### src/common/dcache_pkg.sv
package dcache_pkg;

	localparam int WORDS_PER_LINE = 4;
	localparam int HALVES_PER_LINE = 8;
	localparam int INDEX_W_DEFAULT = 6;
	localparam int TAG_W = 32 - INDEX_W_DEFAULT - 4;	// word and byte offsets take 4 bits
	localparam int LINE_ADDR_W = 30;

	typedef logic [31:0] word_t;
	typedef logic [3:0] be_t;

	// word 0 and half 0 both sit at the top of the line
	typedef union packed {
		word_t [0:WORDS_PER_LINE-1] words;			// cache view
		logic [0:HALVES_PER_LINE-1][15:0] halves;	// memory view
	} line_u;

	typedef struct packed {
		logic [TAG_W-1:0] tag;
		logic [INDEX_W_DEFAULT-1:0] index;
		logic [1:0] word_off;
		logic [1:0] byte_off;
	} cache_addr_t;

	typedef struct packed {
		logic valid;
		logic dirty;
		logic [TAG_W-1:0] tag;
	} way_flags_t;

	typedef struct packed {
		way_flags_t [1:0] way;
		logic lru;	// way to replace next
	} flag_line_t;

	typedef struct packed {
		cache_addr_t addr;
		word_t wdata;
		be_t be;
		logic rd;
		logic wr;
	} req_t;

	// line_addr is the word address of word 0, low two bits zero
	typedef struct packed {
		logic [LINE_ADDR_W-1:0] line_addr;
		logic wr;
		line_u wline;
	} mem_req_t;

	typedef enum logic [2:0] {
		IDLE,
		CHECK,
		DONE,
		EVICT,
		LOAD,
		LOAD2
	} ctrl_state_t;

endpackage

### src/dcache/dcache_lookup.sv
`timescale 1ns/10ps

module dcache_lookup #(
	parameter int INDEX_W = dcache_pkg::INDEX_W_DEFAULT
) (
	input dcache_pkg::req_t req,
	input dcache_pkg::flag_line_t flag_out,
	input dcache_pkg::line_u [1:0] data_out,
	input dcache_pkg::line_u fill_line,
	input dcache_pkg::ctrl_state_t state,
	output logic hit,
	output logic hit_way,
	output logic evict_needed,
	output logic victim_way,
	output dcache_pkg::word_t rword,
	output dcache_pkg::flag_line_t flag_in,
	output dcache_pkg::line_u [1:0] data_in,
	output logic [31:0] wbe,
	output logic [dcache_pkg::LINE_ADDR_W-1:0] victim_addr
);

	logic [1:0] match;
	logic [1:0] free;
	logic [INDEX_W-1:0] index;
	logic [4:0] lane;	// first byte of the addressed word in wbe

	assign index = req.addr[INDEX_W+3:4];

	always_comb begin
		for (int w = 0; w < 2; w++) begin
			match[w] = flag_out.way[w].valid && (flag_out.way[w].tag == req.addr.tag);
			free[w] = !flag_out.way[w].valid;
		end
	end

	// an empty way also counts for a write
	assign hit = (|match) || (req.wr && (|free));
	assign hit_way = !match[0] && (match[1] || !free[0]);	// real match first
	assign victim_way = !free[0] && (free[1] || flag_out.lru);
	assign evict_needed = !hit && !free[victim_way] && flag_out.way[victim_way].dirty;

	assign rword = data_out[hit_way].words[req.addr.word_off];
	assign lane = {hit_way, ~req.addr.word_off, 2'b00};

	// write-back line only while leaving CHECK, else the refill line
	assign victim_addr = (state == dcache_pkg::CHECK && evict_needed) ?
		{flag_out.way[victim_way].tag, index, 2'b00} :
		{req.addr.tag, index, 2'b00};

	always_comb begin
		flag_in = flag_out;
		data_in = data_out;
		wbe = '0;
		case (state)
			dcache_pkg::DONE: begin
				flag_in.lru = !hit_way;
				if (req.wr) begin
					flag_in.way[hit_way].valid = 1'b1;
					flag_in.way[hit_way].dirty = 1'b1;
					flag_in.way[hit_way].tag = req.addr.tag;
					data_in[hit_way].words[req.addr.word_off] = req.wdata;
					wbe[lane +: 4] = req.be;	// bytes merged in the array
				end
			end
			dcache_pkg::LOAD: begin
				flag_in.way[victim_way].valid = 1'b1;
				flag_in.way[victim_way].dirty = 1'b0;
				flag_in.way[victim_way].tag = req.addr.tag;
				data_in[victim_way] = fill_line;
				wbe[{victim_way, 4'b0000} +: 16] = '1;	// lru kept, flips in DONE
			end
			default: begin
			end
		endcase
	end

endmodule

### config.mk
export PLATFORM = sky130hd
export DESIGN_NAME = dcache_lookup
export DESIGN_NICKNAME = d
export VERILOG_FILES = /design/src/common/dcache_pkg.sv /design/src/dcache/dcache_lookup.sv
export SDC_FILE = /design/constraint.sdc
export NUM_CORES = 1
export LEC_CHECK = 0
export CAP_MARGIN = 5
export CORE_AREA = 2 2 353 355
export DETAILED_ROUTE_END_ITERATION = 8
export DIE_AREA = 0 0 355 357
export DONT_BUFFER_PORTS = 1
export MAX_ROUTING_LAYER = met4
export PLACE_DENSITY = 0.3
export SYNTH_ARGS = -nofsm -noshare
export SYNTH_HDL_FRONTEND = slang
export SYNTH_SLANG_ARGS = --single-unit
### constraint.sdc
create_clock -name vclk -period 5.7
set_input_delay 1.14 -clock vclk [all_inputs]
set_output_delay 1.14 -clock vclk [all_outputs]
set_load 0.01 [all_outputs]
# After elaboration in Yosys (flattened, before gate mapping)
# Index checks and enable logic that the tools add are counted.
word_totals:
  regBits: 0
  in_bits: 506
  out_inout_bits: 403
  wordCells: 86
classes:
  addsub: 2
  n_lt_le_gt_ge: 6
  eq_ne: 5
  shift: 4
  mux: 43
  bitwise: 4
  n_reduce_logical: 22
ops:
  columns: ["op", "n"]
  rows:
  - ["$bwmux 256", 2]
  - ["$mux 128", 4]
  - ["$pmux 256 s2", 1]
  - ["$bwmux 48", 6]
  - ["$demux 128 s1", 2]
  - ["$mux 256", 1]
  - ["$demux 24 s1", 6]
  - ["$mux 32", 4]
  - ["$pmux 48 s2", 1]
  - ["$mux 23", 4]
  - ["$and 32x32->32", 2]
  - ["$bmux 32 s2", 1]
  - ["$demux 32 s2", 1]
  - ["$pmux 32 s2", 1]
  - ["$mux 24", 2]
  - ["$mux 48", 1]
  - ["$eq 22x22->1", 2]
  - ["$mux 22", 2]
  - ["$shift 16x7->32 const A", 1]
  - ["$shift 4x7->32 const A", 1]
  - ["$shiftx 16x7->32 const A", 1]
  - ["$shiftx 4x7->32", 1]
  - ["$mux 30", 1]
  - ["$neg 5->7", 2]
  - ["other kinds (14)", 36]

# Depth between registers and ports, before layout
logic_depth:
  ltp_word: 13
  depth_mapped: 13

# Least setup slack after synthesis
# No wires, ideal clock.
synth_timing:
  path_type: "input -> output"
  from: "input port flag_out[24] (netlist name)"
  to: "output port data_in[10] (netlist name)"
  t_arrival_ns: 3.687
  setup_slack_ns: 0.873
  cell_stages: 13
  cell_sequence: "clkbuf_1 -> nand4_1 -> nor4_2 -> nand4_4 -> nand2_2 -> clkbuf_1 -> ha_1 -> and3_1 -> clkbuf_1 -> o21ai_1 -> clkbuf_1 -> a222oi_1 -> inv_1"
synth_rtl:
  columns: ["item", "line", "rtl"]
  rows:
  - ["start, declared", "dcache_lookup.sv:7", "input dcache_pkg::flag_line_t flag_out,"]
  - ["end, declared", "dcache_lookup.sv:17", "output dcache_pkg::line_u [1:0] data_in,"]

# Worst setup path in the final report
layout_timing:
  from: "input port req[48] (netlist name)"
  to: "output port wbe[9]"
layout_via:
  elab_chain_len: 9
layout_lines:
  columns: ["item", "line", "rtl"]
  rows:
  - ["start, declared", "dcache_lookup.sv:6", "input dcache_pkg::req_t req,"]
  - ["$eq 22x22->1", "dcache_lookup.sv:31", "match[w] = flag_out.way[w].valid && (flag_out.way[w].tag == req.addr.tag);"]
  - ["$logic_and 1x1->1", "dcache_lookup.sv:31", null]
  - ["$logic_not 1->1 / $logic_or 1x1->1 (equally long branches)", "dcache_lookup.sv:38", "assign hit_way = !match[0] && (match[1] || !free[0]);"]
  - ["$logic_and 1x1->1 (*)", "dcache_lookup.sv:38", null]
  - ["$neg 5->7 (*)", "dcache_lookup.sv:62", "wbe[lane +: 4] = req.be;"]
  - ["$shiftx 4x7->32 / $shift 4x7->32 (equally long branches)", "dcache_lookup.sv:62", null]
  - ["$and 32x32->32 (no line) (*)", null, null]
  - ["$mux 32 (*)", "dcache_lookup.sv:57", "if (req.wr) begin"]
  - ["$pmux 32 s2 (*)", "dcache_lookup.sv:54", "case (state)"]
  - ["end, declared", "dcache_lookup.sv:18", "output logic [31:0] wbe,"]
# Every way passes the cells marked *; elsewhere a longest branch is shown, timed or not.

==> impl_metrics.tcl <==
set metrics [dict create \
    yosys-top-cells-area "nand3_1, and3_1, a221o_1" \
    grt_pass1_vias 14416 \
    die_h_um 357 \
    vias 15019 \
    critical_path_required_ns 4.56 \
    slew_violations 0 \
    routabilityCongestion 0.985 \
    fin_area_um2 12600 \
    powerDensity_nw_per_um2 76.4 \
    viasPerCell 4.79 \
    max_freq_ghz 0.188 \
    io_buffers 0 \
    crit_chain "xnor2_1 -> nand4_1 -> nor4_1 -> buf_4 -> a21o_4 -> nand2_2 -> ha_1 -> nor3b_1 -> nand4_1 -> o21ai_0 -> buf_4 -> buf_4" \
    first_iter_violations 2354 \
    finalCritPeriodShare_pct 93.5 \
    ant_nets 0 \
    tightestPinTransition_ns 0.979 \
    cp_max_fo 6 \
    place_area_um2 12500 \
    grt_pass1_wl_um 138000 \
    die_x_um 355 \
    status "complete, no violations" \
    ir_drop_mv 0.0301 \
    nClkBuffers 0 \
    grt_max_degree 168 \
    worstSetupStartpointType "input port" \
    dp_hpwl_um 83700 \
    fillerInstances 14474 \
    synth_area_leader_cell "nand3_1" \
    endpoint_kind "output pin" \
    drive_gt1_share_pct 15.2 \
    gr-total-overflow 0 \
    synthMostInstantiatedCell "nand3_1" \
    ff_latch_area_um2 0 \
    worst_ep_arrival_time_ns 4.19 \
    seq_cells 0 \
    drcViolationCount 0 \
    syn_inst 1551 \
    cpMostUsedCell "buf_4" \
    synthTopCellsByCount "nand3_1, and3_1, clkbuf_1" \
    ios 909 \
    hold_buffers 0 \
    fp-row-count 129 \
    netlist.area_leader.share_pct 9.90 \
    syn_to_final_growth_pct 26.8 \
    ys_warn_count 0 \
    core_area_um2 123000 \
    setup_tns_ns 0 \
    setup-violations-final 0 \
    hold_class "input port to output pin" \
    hold_viol 0 \
    fin_nets 1996 \
    avgSynthCellArea_um2 6.39 \
    relSlewSlack_pct 34.1 \
    post_cts_buffers 0 \
    worst-setup-path-type "input port to output pin" \
    yosysSeqAreaShare_pct 0 \
    cp_slowest_stage_delay_ns 0.42 \
    wl_per_cell_um 34.6 \
    routed_wl_um 108000 \
    max-cap-violations 0 \
    fin_crit_ns 5.33 \
    rsz0062_at_grt "false" \
    dieArea_um2 127000 \
    finish.utilization_pct 10.2 \
    ys_types 54 \
    cp_slowest_cell "ha_1" \
    hold_slack_ns 2.28 \
    syn_area_um2 9910 \
    drt_pass1_iterations 9 \
    start_util_pct 8.05 \
    p_leak_nw 4.76 \
    antenna_found_initial 21 \
    track_usage_pct 16.2 \
    cts-resized-gates 0 \
]
## power by group
group | internal (mW) | switching (mW)
Sequential | 0 | 0
Combinational | 0.322 | 0.638
Clock | 0.000000185 | 0
## layout make-up
type / instances / area (um2) / share of cell area [%]
well taps: 1637 / 2050 / 16.3
multi-input cells: 1251 / 8810 / 70.1
repair buffers: 131 / 1300 / 10.3
diodes: 16 / 40.0 / 0.319
inverters: 99 / 372 / 2.96
## stage by stage
step                      power (mW)  setup WS (ns)  instances
after CTS                      0.940          0.403       3118
after detailed placement       0.936          0.428       3118
after global placement         0.943          0.457       3118
final                          0.960          0.368       3134
after floorplan                0.608          0.873       1552
after global routing            1.00          0.265       3131
## per-layer routing
metal | global-route usage [%] | vias up | wire length (um)
li1 | - | 5985 | -
met1 | 19.6 | 7360 | 44400
met2 | 23.8 | 1358 | 46200
met3 | 5.95 | 316 | 12100
met4 | 7.01 | 0 | 5680
met5 | - | - | 0
## critical path, delay by kind of cell
family          cells  cell delay, ns
xor+xnor            1            0.29
compound gates      2            0.45
fa+ha+maj           1            0.42
buf+inv             3            0.52
simple gates        5            1.36
## logic make-up after synthesis
logic type | share of synthesized area [%]
and+or+nand+nor | 34.2
adders and majority gates | 0.884
AOI/OAI and AO/OA | 37.3
buffers and inverters | 12.8
other | 0.0379
xor gates and xnor gates | 3.89
muxes | 10.9
## cells in the final DEF, fill, tap and decap left out, types with 29 or more instances in the layout
cell	instances
o21ai_1	36
mux2_2	39
a22oi_1	95
a222oi_1	64
and3_1	147
o32a_1	32
buf_4	106
xnor2_1	32
a221o_1	90
o21ai_0	64
inv_1	97
mux2_1	29
nand4_1	107
nand2_1	122
nand3_1	196
a21oi_1	66
## worst paths after layout
| path | to | from | slack (ns) | cells after the start |
|---|---|---|---|---|
| max | wbe[9] | req[48] | 0.37 | 12 |
| min | victim_addr[4] | req[44] | 2.28 | 0 |
No activity file was read; power rests on OpenSTA's default activity.
