$ cat src/common/dcache_pkg.sv
package dcache_pkg;

	localparam int WORDS_PER_LINE = 4;
	localparam int HALVES_PER_LINE = 8;
	localparam int INDEX_W_DEFAULT = 6;
	localparam int TAG_W = 32 - INDEX_W_DEFAULT - 4;	// word and byte offsets take 4 bits
	localparam int LINE_ADDR_W = 30;

	typedef logic [31:0] word_t;
	typedef logic [3:0] be_t;

	// word 0 and half 0 both sit at the top of the line
	typedef union packed {
		word_t [0:WORDS_PER_LINE-1] words;			// cache view
		logic [0:HALVES_PER_LINE-1][15:0] halves;	// memory view
	} line_u;

	typedef struct packed {
		logic [TAG_W-1:0] tag;
		logic [INDEX_W_DEFAULT-1:0] index;
		logic [1:0] word_off;
		logic [1:0] byte_off;
	} cache_addr_t;

	typedef struct packed {
		logic valid;
		logic dirty;
		logic [TAG_W-1:0] tag;
	} way_flags_t;

	typedef struct packed {
		way_flags_t [1:0] way;
		logic lru;	// way to replace next
	} flag_line_t;

	typedef struct packed {
		cache_addr_t addr;
		word_t wdata;
		be_t be;
		logic rd;
		logic wr;
	} req_t;

	// line_addr is the word address of word 0, low two bits zero
	typedef struct packed {
		logic [LINE_ADDR_W-1:0] line_addr;
		logic wr;
		line_u wline;
	} mem_req_t;

	typedef enum logic [2:0] {
		IDLE,
		CHECK,
		DONE,
		EVICT,
		LOAD,
		LOAD2
	} ctrl_state_t;

endpackage

$ cat src/dcache/dcache_ctrl.sv
`timescale 1ns/10ps

module dcache_ctrl (
	input logic clk_50m,
	input logic rst_n,
	input logic valid,
	input dcache_pkg::req_t req,
	input logic hit,
	input logic evict_needed,
	input logic fill_done,
	output dcache_pkg::ctrl_state_t state,
	output logic en,
	output logic rd,
	output logic wr_data,
	output logic wr_flag,
	output logic mem_start,
	output logic mem_wr,
	output logic done
);

	dcache_pkg::ctrl_state_t next_state;

	always_ff @(posedge clk_50m or negedge rst_n) begin
		if (!rst_n)
			state <= dcache_pkg::IDLE;
		else
			state <= next_state;
	end

	always_comb begin
		next_state = state;
		en = 1'b0;
		rd = 1'b0;
		wr_data = 1'b0;
		wr_flag = 1'b0;
		mem_start = 1'b0;
		mem_wr = 1'b0;
		done = 1'b0;

		case (state)
			dcache_pkg::IDLE: begin
				if (valid && (req.rd || req.wr)) begin
					en = 1'b1;	// set read, flags seen in CHECK
					rd = 1'b1;
					next_state = dcache_pkg::CHECK;
				end
			end

			dcache_pkg::CHECK: begin
				if (hit) begin
					next_state = dcache_pkg::DONE;
				end else if (evict_needed) begin
					mem_start = 1'b1;
					mem_wr = 1'b1;
					next_state = dcache_pkg::EVICT;
				end else begin
					mem_start = 1'b1;	// refill straight away
					next_state = dcache_pkg::LOAD;
				end
			end

			dcache_pkg::EVICT: begin
				// victim is out, fetch the new line
				if (fill_done) begin
					mem_start = 1'b1;
					next_state = dcache_pkg::LOAD;
				end
			end

			dcache_pkg::LOAD: begin
				if (fill_done) begin
					en = 1'b1;
					wr_data = 1'b1;
					wr_flag = 1'b1;
					next_state = dcache_pkg::LOAD2;
				end
			end

			dcache_pkg::LOAD2: begin
				en = 1'b1;	// re-read, the access now hits
				rd = 1'b1;
				next_state = dcache_pkg::DONE;
			end

			dcache_pkg::DONE: begin
				done = 1'b1;
				en = 1'b1;
				wr_data = req.wr;
				wr_flag = 1'b1;	// lru always moves
				next_state = dcache_pkg::IDLE;
			end

			default: begin
				next_state = dcache_pkg::IDLE;
			end
		endcase
	end

endmodule

$ cat config.mk
export PLATFORM = sky130hd
export DESIGN_NAME = dcache_ctrl
export DESIGN_NICKNAME = d
export VERILOG_FILES = /design/src/common/dcache_pkg.sv /design/src/dcache/dcache_ctrl.sv
export SDC_FILE = /design/constraint.sdc
export NUM_CORES = 1
export LEC_CHECK = 0
export ABC_AREA = 1
export BUFFER_PORTS_ARGS = -buffer_cell sky130_fd_sc_hd__buf_4
export CAP_MARGIN = 20
export CORE_MARGIN = 3
export CORE_UTILIZATION = 17
export CTS_BUF_LIST = sky130_fd_sc_hd__clkbuf_4 sky130_fd_sc_hd__clkbuf_8
export CTS_CLUSTER_SIZE = 24
export DETAILED_ROUTE_END_ITERATION = 6
export HOLD_SLACK_MARGIN = 0.02
export MAX_ROUTING_LAYER = met4
export PLACE_DENSITY = 0.81
export SETUP_SLACK_MARGIN = 0.2
export SYNTH_ARGS = -nofsm -noshare
export SYNTH_HDL_FRONTEND = slang
export SYNTH_SLANG_ARGS = --single-unit
$ cat constraint.sdc
create_clock -name clk_50m -period 1.4 [get_ports clk_50m]
set_clock_uncertainty 0.2 [all_clocks]
set_input_delay 0.28 -clock clk_50m [delete_from_list [all_inputs] [get_ports clk_50m]]
set_output_delay 0.28 -clock clk_50m [all_outputs]
set_load 0.01 [all_outputs]
* Yosys cells after proc, flatten, opt, wreduce, memory -nomap -nowiden
Index checks and enable logic that the tools add are counted.
** Cells by class
- Multiplexer cells :: 18
- Equal/unequal tests :: 8
- Reduce and logical (&&, ||, !) cells :: 5
** Operators by type and width (number)
- 3-bit two-way mux :: 5
- 3-bit one-hot mux with 5 select lines :: 1
- 1-bit one-hot mux with 2 select lines :: 4
- 1-bit two-way mux :: 7
- 3-bit by 2-bit equality test with 1-bit output (second input constant) :: 2
- 3-bit equality test (second input constant) :: 2
- 2-bit inequality test (second input constant) :: 3
- 3-bit by 1-bit equality test with 1-bit output (second input constant) :: 1
- 3-bit zero test :: 1
- 1-bit one-hot mux with 3 select lines :: 1
- 3-bit AND reduction :: 1
- 2-bit OR reduction :: 1
- 1-bit logical AND :: 1
- 1-bit logical OR :: 1
** Word-level totals
- Word-level logic and storage cells :: 32
- Flip-flop bits (word level) :: 3
- Input port bits :: 76

* Longest topological paths before layout
- Depth after elaboration :: 4
- Gate-level depth with buffers :: 7

* Least setup slack after synthesis
OpenSTA, ideal clock, no wires.
- Path kind :: register to output
- Start :: register state[0]
- End :: output en
- Stages on the path, launching flop included :: 8
- Buffers on the path :: 0
- Arrival time :: 1011 ps
- Setup slack :: -91 ps
- Data required time :: 920 ps
- Cells stage by stage :: dfrtp_1 nor2_2 nand2_2 inv_2 nand2_2 nand2_2 inv_2 nand3_2
** On the way
- Cells in the longest elaborated chain, start to end :: 3
- Elaborated cells between the ends (all ways) :: 6
- Those cells by class :: 3 x eq/ne; 1 x mux; 2 x reduce/logical
** Ends and longest elaborated chain
- start: declaration :: RTL line dcache_ctrl.sv:11 : output dcache_pkg::ctrl_state_t state,
- start signal: assignment :: RTL line dcache_ctrl.sv:25 : state <= dcache_pkg::IDLE;
- start signal: assignment :: RTL line dcache_ctrl.sv:27 : state <= next_state;
- 3-bit equality test or 3-bit by 2-bit equality test with 1-bit output (tied branches) :: RTL line dcache_ctrl.sv:40 : case (state)
- 2-bit OR reduction (no line)
- 1-bit one-hot mux with 3 select lines * :: RTL line dcache_ctrl.sv:40
- end: declaration :: RTL line dcache_ctrl.sv:12 : output logic en,
Every way passes the cells marked *; elsewhere a longest branch is shown, timed or not.

* Worst setup path in the final report
- Start :: register state[1]
- End :: output mem_wr
** On the way
- Cells in the longest elaborated chain, start to end :: 2
** Ends and longest elaborated chain
- 3-bit by 1-bit equality test with 1-bit output :: RTL line dcache_ctrl.sv:40
- 1-bit two-way mux :: RTL line dcache_ctrl.sv:40
- end: declaration :: RTL line dcache_ctrl.sv:17 : output logic mem_wr,
No other way between the ends.

==> impl_metrics.csv <==
group,metric,value,unit
run_status,status,"complete, but fails checks",
run_status,violations,"negative setup slack",
global_route,grt_pass1_wl,1.61,mm
layout,seqCellArea,78.8,µm²
yosys,synth_area_leaders,"dfrtp_1, nand2_1, nand3_1, nand3_2, nand2_2",
layout,drive_gt1_frac,0.771,
timing,slew_headroom,0.864,
detailed_routing,drt-initial-drc-count,14,
clock_tree,clock_latency,0.25,ns
timing,min_period,1.77,ns
floorplan,die_h,47.1,µm
power,p_comb_frac,0.716,
placement,port_buffers,17,
global_route,grt_usage,0.117,
detailed_routing,firstDrtPassIters,4,
setup_path,worstPathArrival,1.29,ns
detailed_routing,route.detailed.drc,0,
detailed_routing,routedWlPerCell,10.9,µm
setup_path,critical_path_buf_inv_count,4,
global_route,grt_pass1_vias,401,
placement,gp_congestion,0.759,
timing,setup_viol,12,
power,p_sw_frac,0.419,
timing,fin_ws,-0.369,ns
clock_tree,path_clk_slew,0.04,ns
timing,clock.fmax,565,MHz
power,pwr-share-clk,0.135,
layout,top_regs,"state (3)",
clock_tree,clock-root-buffer,"clkbuf_4",
yosys,synth_edf_count,0,
global_route,grt_max_degree,7,
yosys,syn_inst,44,
yosys,yosys.area.top_type_share,0.262,
power,irDropWorstVdd,0.000972,V
setup_path,crit_family,"flip-flops",
setup_path,path_cells,"buf_4 -> buf_6 -> nor2_4 -> nand3_2 -> inv_2 -> buf_4",
timing,rsz0062_at_grt,"true",
floorplan,initial_core_util,0.186,
layout,largest_register_ff_count,3,
clock_tree,cts_tree,"done",
yosys,synthFlopType,"dfrtp_1",
detailed_routing,routed_wl,1.08,mm
setup_path,crit_fanout,6,
clock_tree,clock_sinks,3,
timing,drv_slew,0,
power,power,0.00138,W
run,cap_violations,0,
setup_path,reg2reg_slack,-0.18,ns
yosys,async_flop_share,1.00,
layout,area_growth_syn_to_layout,137,%
yosys,yosysUniqueCellTypes,15,
setup_path,endpoint_kind,"output pin",
power,power_switching,0.000579,W
detailed_routing,final_antenna_net_count,0,
detailed_routing,vias_per_cell,4.56,
timing,hold_slack,0.168,ns
layout,finish.utilization,0.440,
floorplan,fp.dieW,47.1,µm
placement,hpwl,722,µm
layout,largest_register,"state",
timing,worst_pin_slew,0.201,ns
yosys,synth.most_common_cell,"nand2_1",
clock_tree,htree_levels,1,
yosys,syn_area_per_cell,6.51,µm²
layout,multi_input_area,228,µm²
layout,fin_nets,160,
yosys,synth_warnings,0,
setup_path,slowest_delay,0.46,ns
power,pwr_density_cell,2040,nW/µm²
power,static-leakage-power,0.374,nW
yosys,seq_area_frac_synth,0.262,
global_route,antenna_found_initial,0,
floorplan,ios,86,
yosys,synth_seq_cells,3,
setup_path,path_class,"reg -> out",
yosys,yosys-top-cells-count,"nand2_1, nand3_1, inv_1, inv_2",
layout,fill_cells,159,
yosys,yosys.area.top_type,"dfrtp_1",
yosys,syn_nets,120,
floorplan,rows,14,
layout,fin_area,678,µm²
clock_tree,cts_buffers,3,
clock_tree,clockBufferDepth,2,
power,intPower,0.000803,W
global_route,overflow,0,
yosys,netlist_area,287,µm²
setup_path,crit_required,0.92,ns
floorplan,dieArea,2210,µm²
floorplan,core,1540,µm²
setup_path,critPathLaunchType,"flip-flop",
setup_path,cp_common_cell,"buf_4",
timing,fin_crit_sh,1.26,
detailed_routing,vias,451,
layout,insertedDiodeCount,0,
timing,fin_tns_setup,-2.74,ns
worst_hold_path,hold_class,"in -> async",
placement,place_area,524,µm²
setup_path,slowest_stage,"dfrtp_2",
timing,finalHoldViolations,0,
power,sequentialPowerShare,0.149,
-- worst paths after layout --
kind | start | end | cells after the start
worst min register to register | state[1] | state[0] | 2
worst max register to register | state[1] | state[0] | 9
max in group asynchronous | rst_n | state[0] | 2
worst max-delay path | state[1] | mem_wr | 6
min in group clk_50m | evict_needed | state[1] | 3
worst min-delay path | rst_n | state[1] | 2
-- worst register-to-register path: cells and delay by family, from the launching register on --
| family | cells | cell delay [ns] |
|---|---|---|
| DFF | 1 | 0.46 |
| and+or+nand+nor | 6 | 0.44 |
| buffers and inverters | 3 | 0.36 |
-- power groups by stage --
stage / logic (W) / clock network [W] / registers (W)
after floorplan: 0.000360 / 0 / 0.000222
final: 0.000989 / 0.000186 / 0.000206
after global routing: 0.00107 / 0.000209 / 0.000215
after detailed placement: 0.000755 / 0 / 0.000204
after global placement: 0.000734 / 0 / 0.000202
after CTS: 0.000875 / 0.000185 / 0.000203
-- routing by layer --
layer | vias to the layer above | part of all wire | GRT usage
li1 | 223 | - | -
met1 | 204 | 0.38 | 0.124
met2 | 18 | 0.50 | 0.165
met3 | 6 | 0.068 | 0.0268
met4 | 0 | 0.049 | 0.133
met5 | - | 0 | -
-- area by class of cell --
type | instances | share of cell area
Clock buffer | 4 | 0.0443
Tap cell | 16 | 0.0295
Timing Repair Buffer | 35 | 0.430
Multi-Input combinational cell | 33 | 0.336
Inverter | 8 | 0.0443
Sequential cell | 3 | 0.116
-- what timing repair did --
item	CTS	global route
endpoints found under the setup margin	12	13
endpoints found under the hold margin	3	0
buffers inserted	4	4
hold buffers	1	0
gates resized for setup	5	10
pin swaps	0	4
-- kinds of logic (layout without fill, tap and decap cells) --
logic type / count (synthesis) / in the layout / synth area share
AND/OR/NAND/NOR: 30 / 30 / 0.568
AO/OA/AOI/OAI: 3 / 3 / 0.0655
flip-flops: 3 / 3 / 0.262
buffers and inverters: 8 / 47 / 0.105
-- through the flow --
| stage | std cells | setup WS (ns) |
|---|---|---|
| floorplan | 44 | -0.0338 |
| global placement | 86 | -0.0763 |
| detailed placement | 86 | -0.100 |
| CTS | 95 | -0.340 |
| global route | 99 | -0.452 |
| finish | 99 | -0.369 |
-- cells in the final DEF (no fill, tap or decap) --
| cell type | synthesis | final |
|---|---|---|
| inv_1 | 4 | 2 |
| nand4_1 | 1 | 1 |
| nor2_4 | 1 | 3 |
| nand3_1 | 6 | 2 |
| dfrtp_2 | 0 | 3 |
| o22ai_2 | 0 | 1 |
| nand2_2 | 3 | 6 |
| buf_6 | 0 | 7 |
| nor2_1 | 2 | 1 |
| nand3_2 | 3 | 7 |
| o21ai_0 | 1 | 1 |
| clkbuf_4 | 0 | 4 |
| dlygate4sd3_1 | 0 | 1 |
| inv_2 | 4 | 6 |
| buf_4 | 0 | 27 |
| o211ai_1 | 1 | 1 |
| nand3b_1 | 1 | 1 |
| nand2_1 | 12 | 9 |
(Power assumes the default switching activity.)
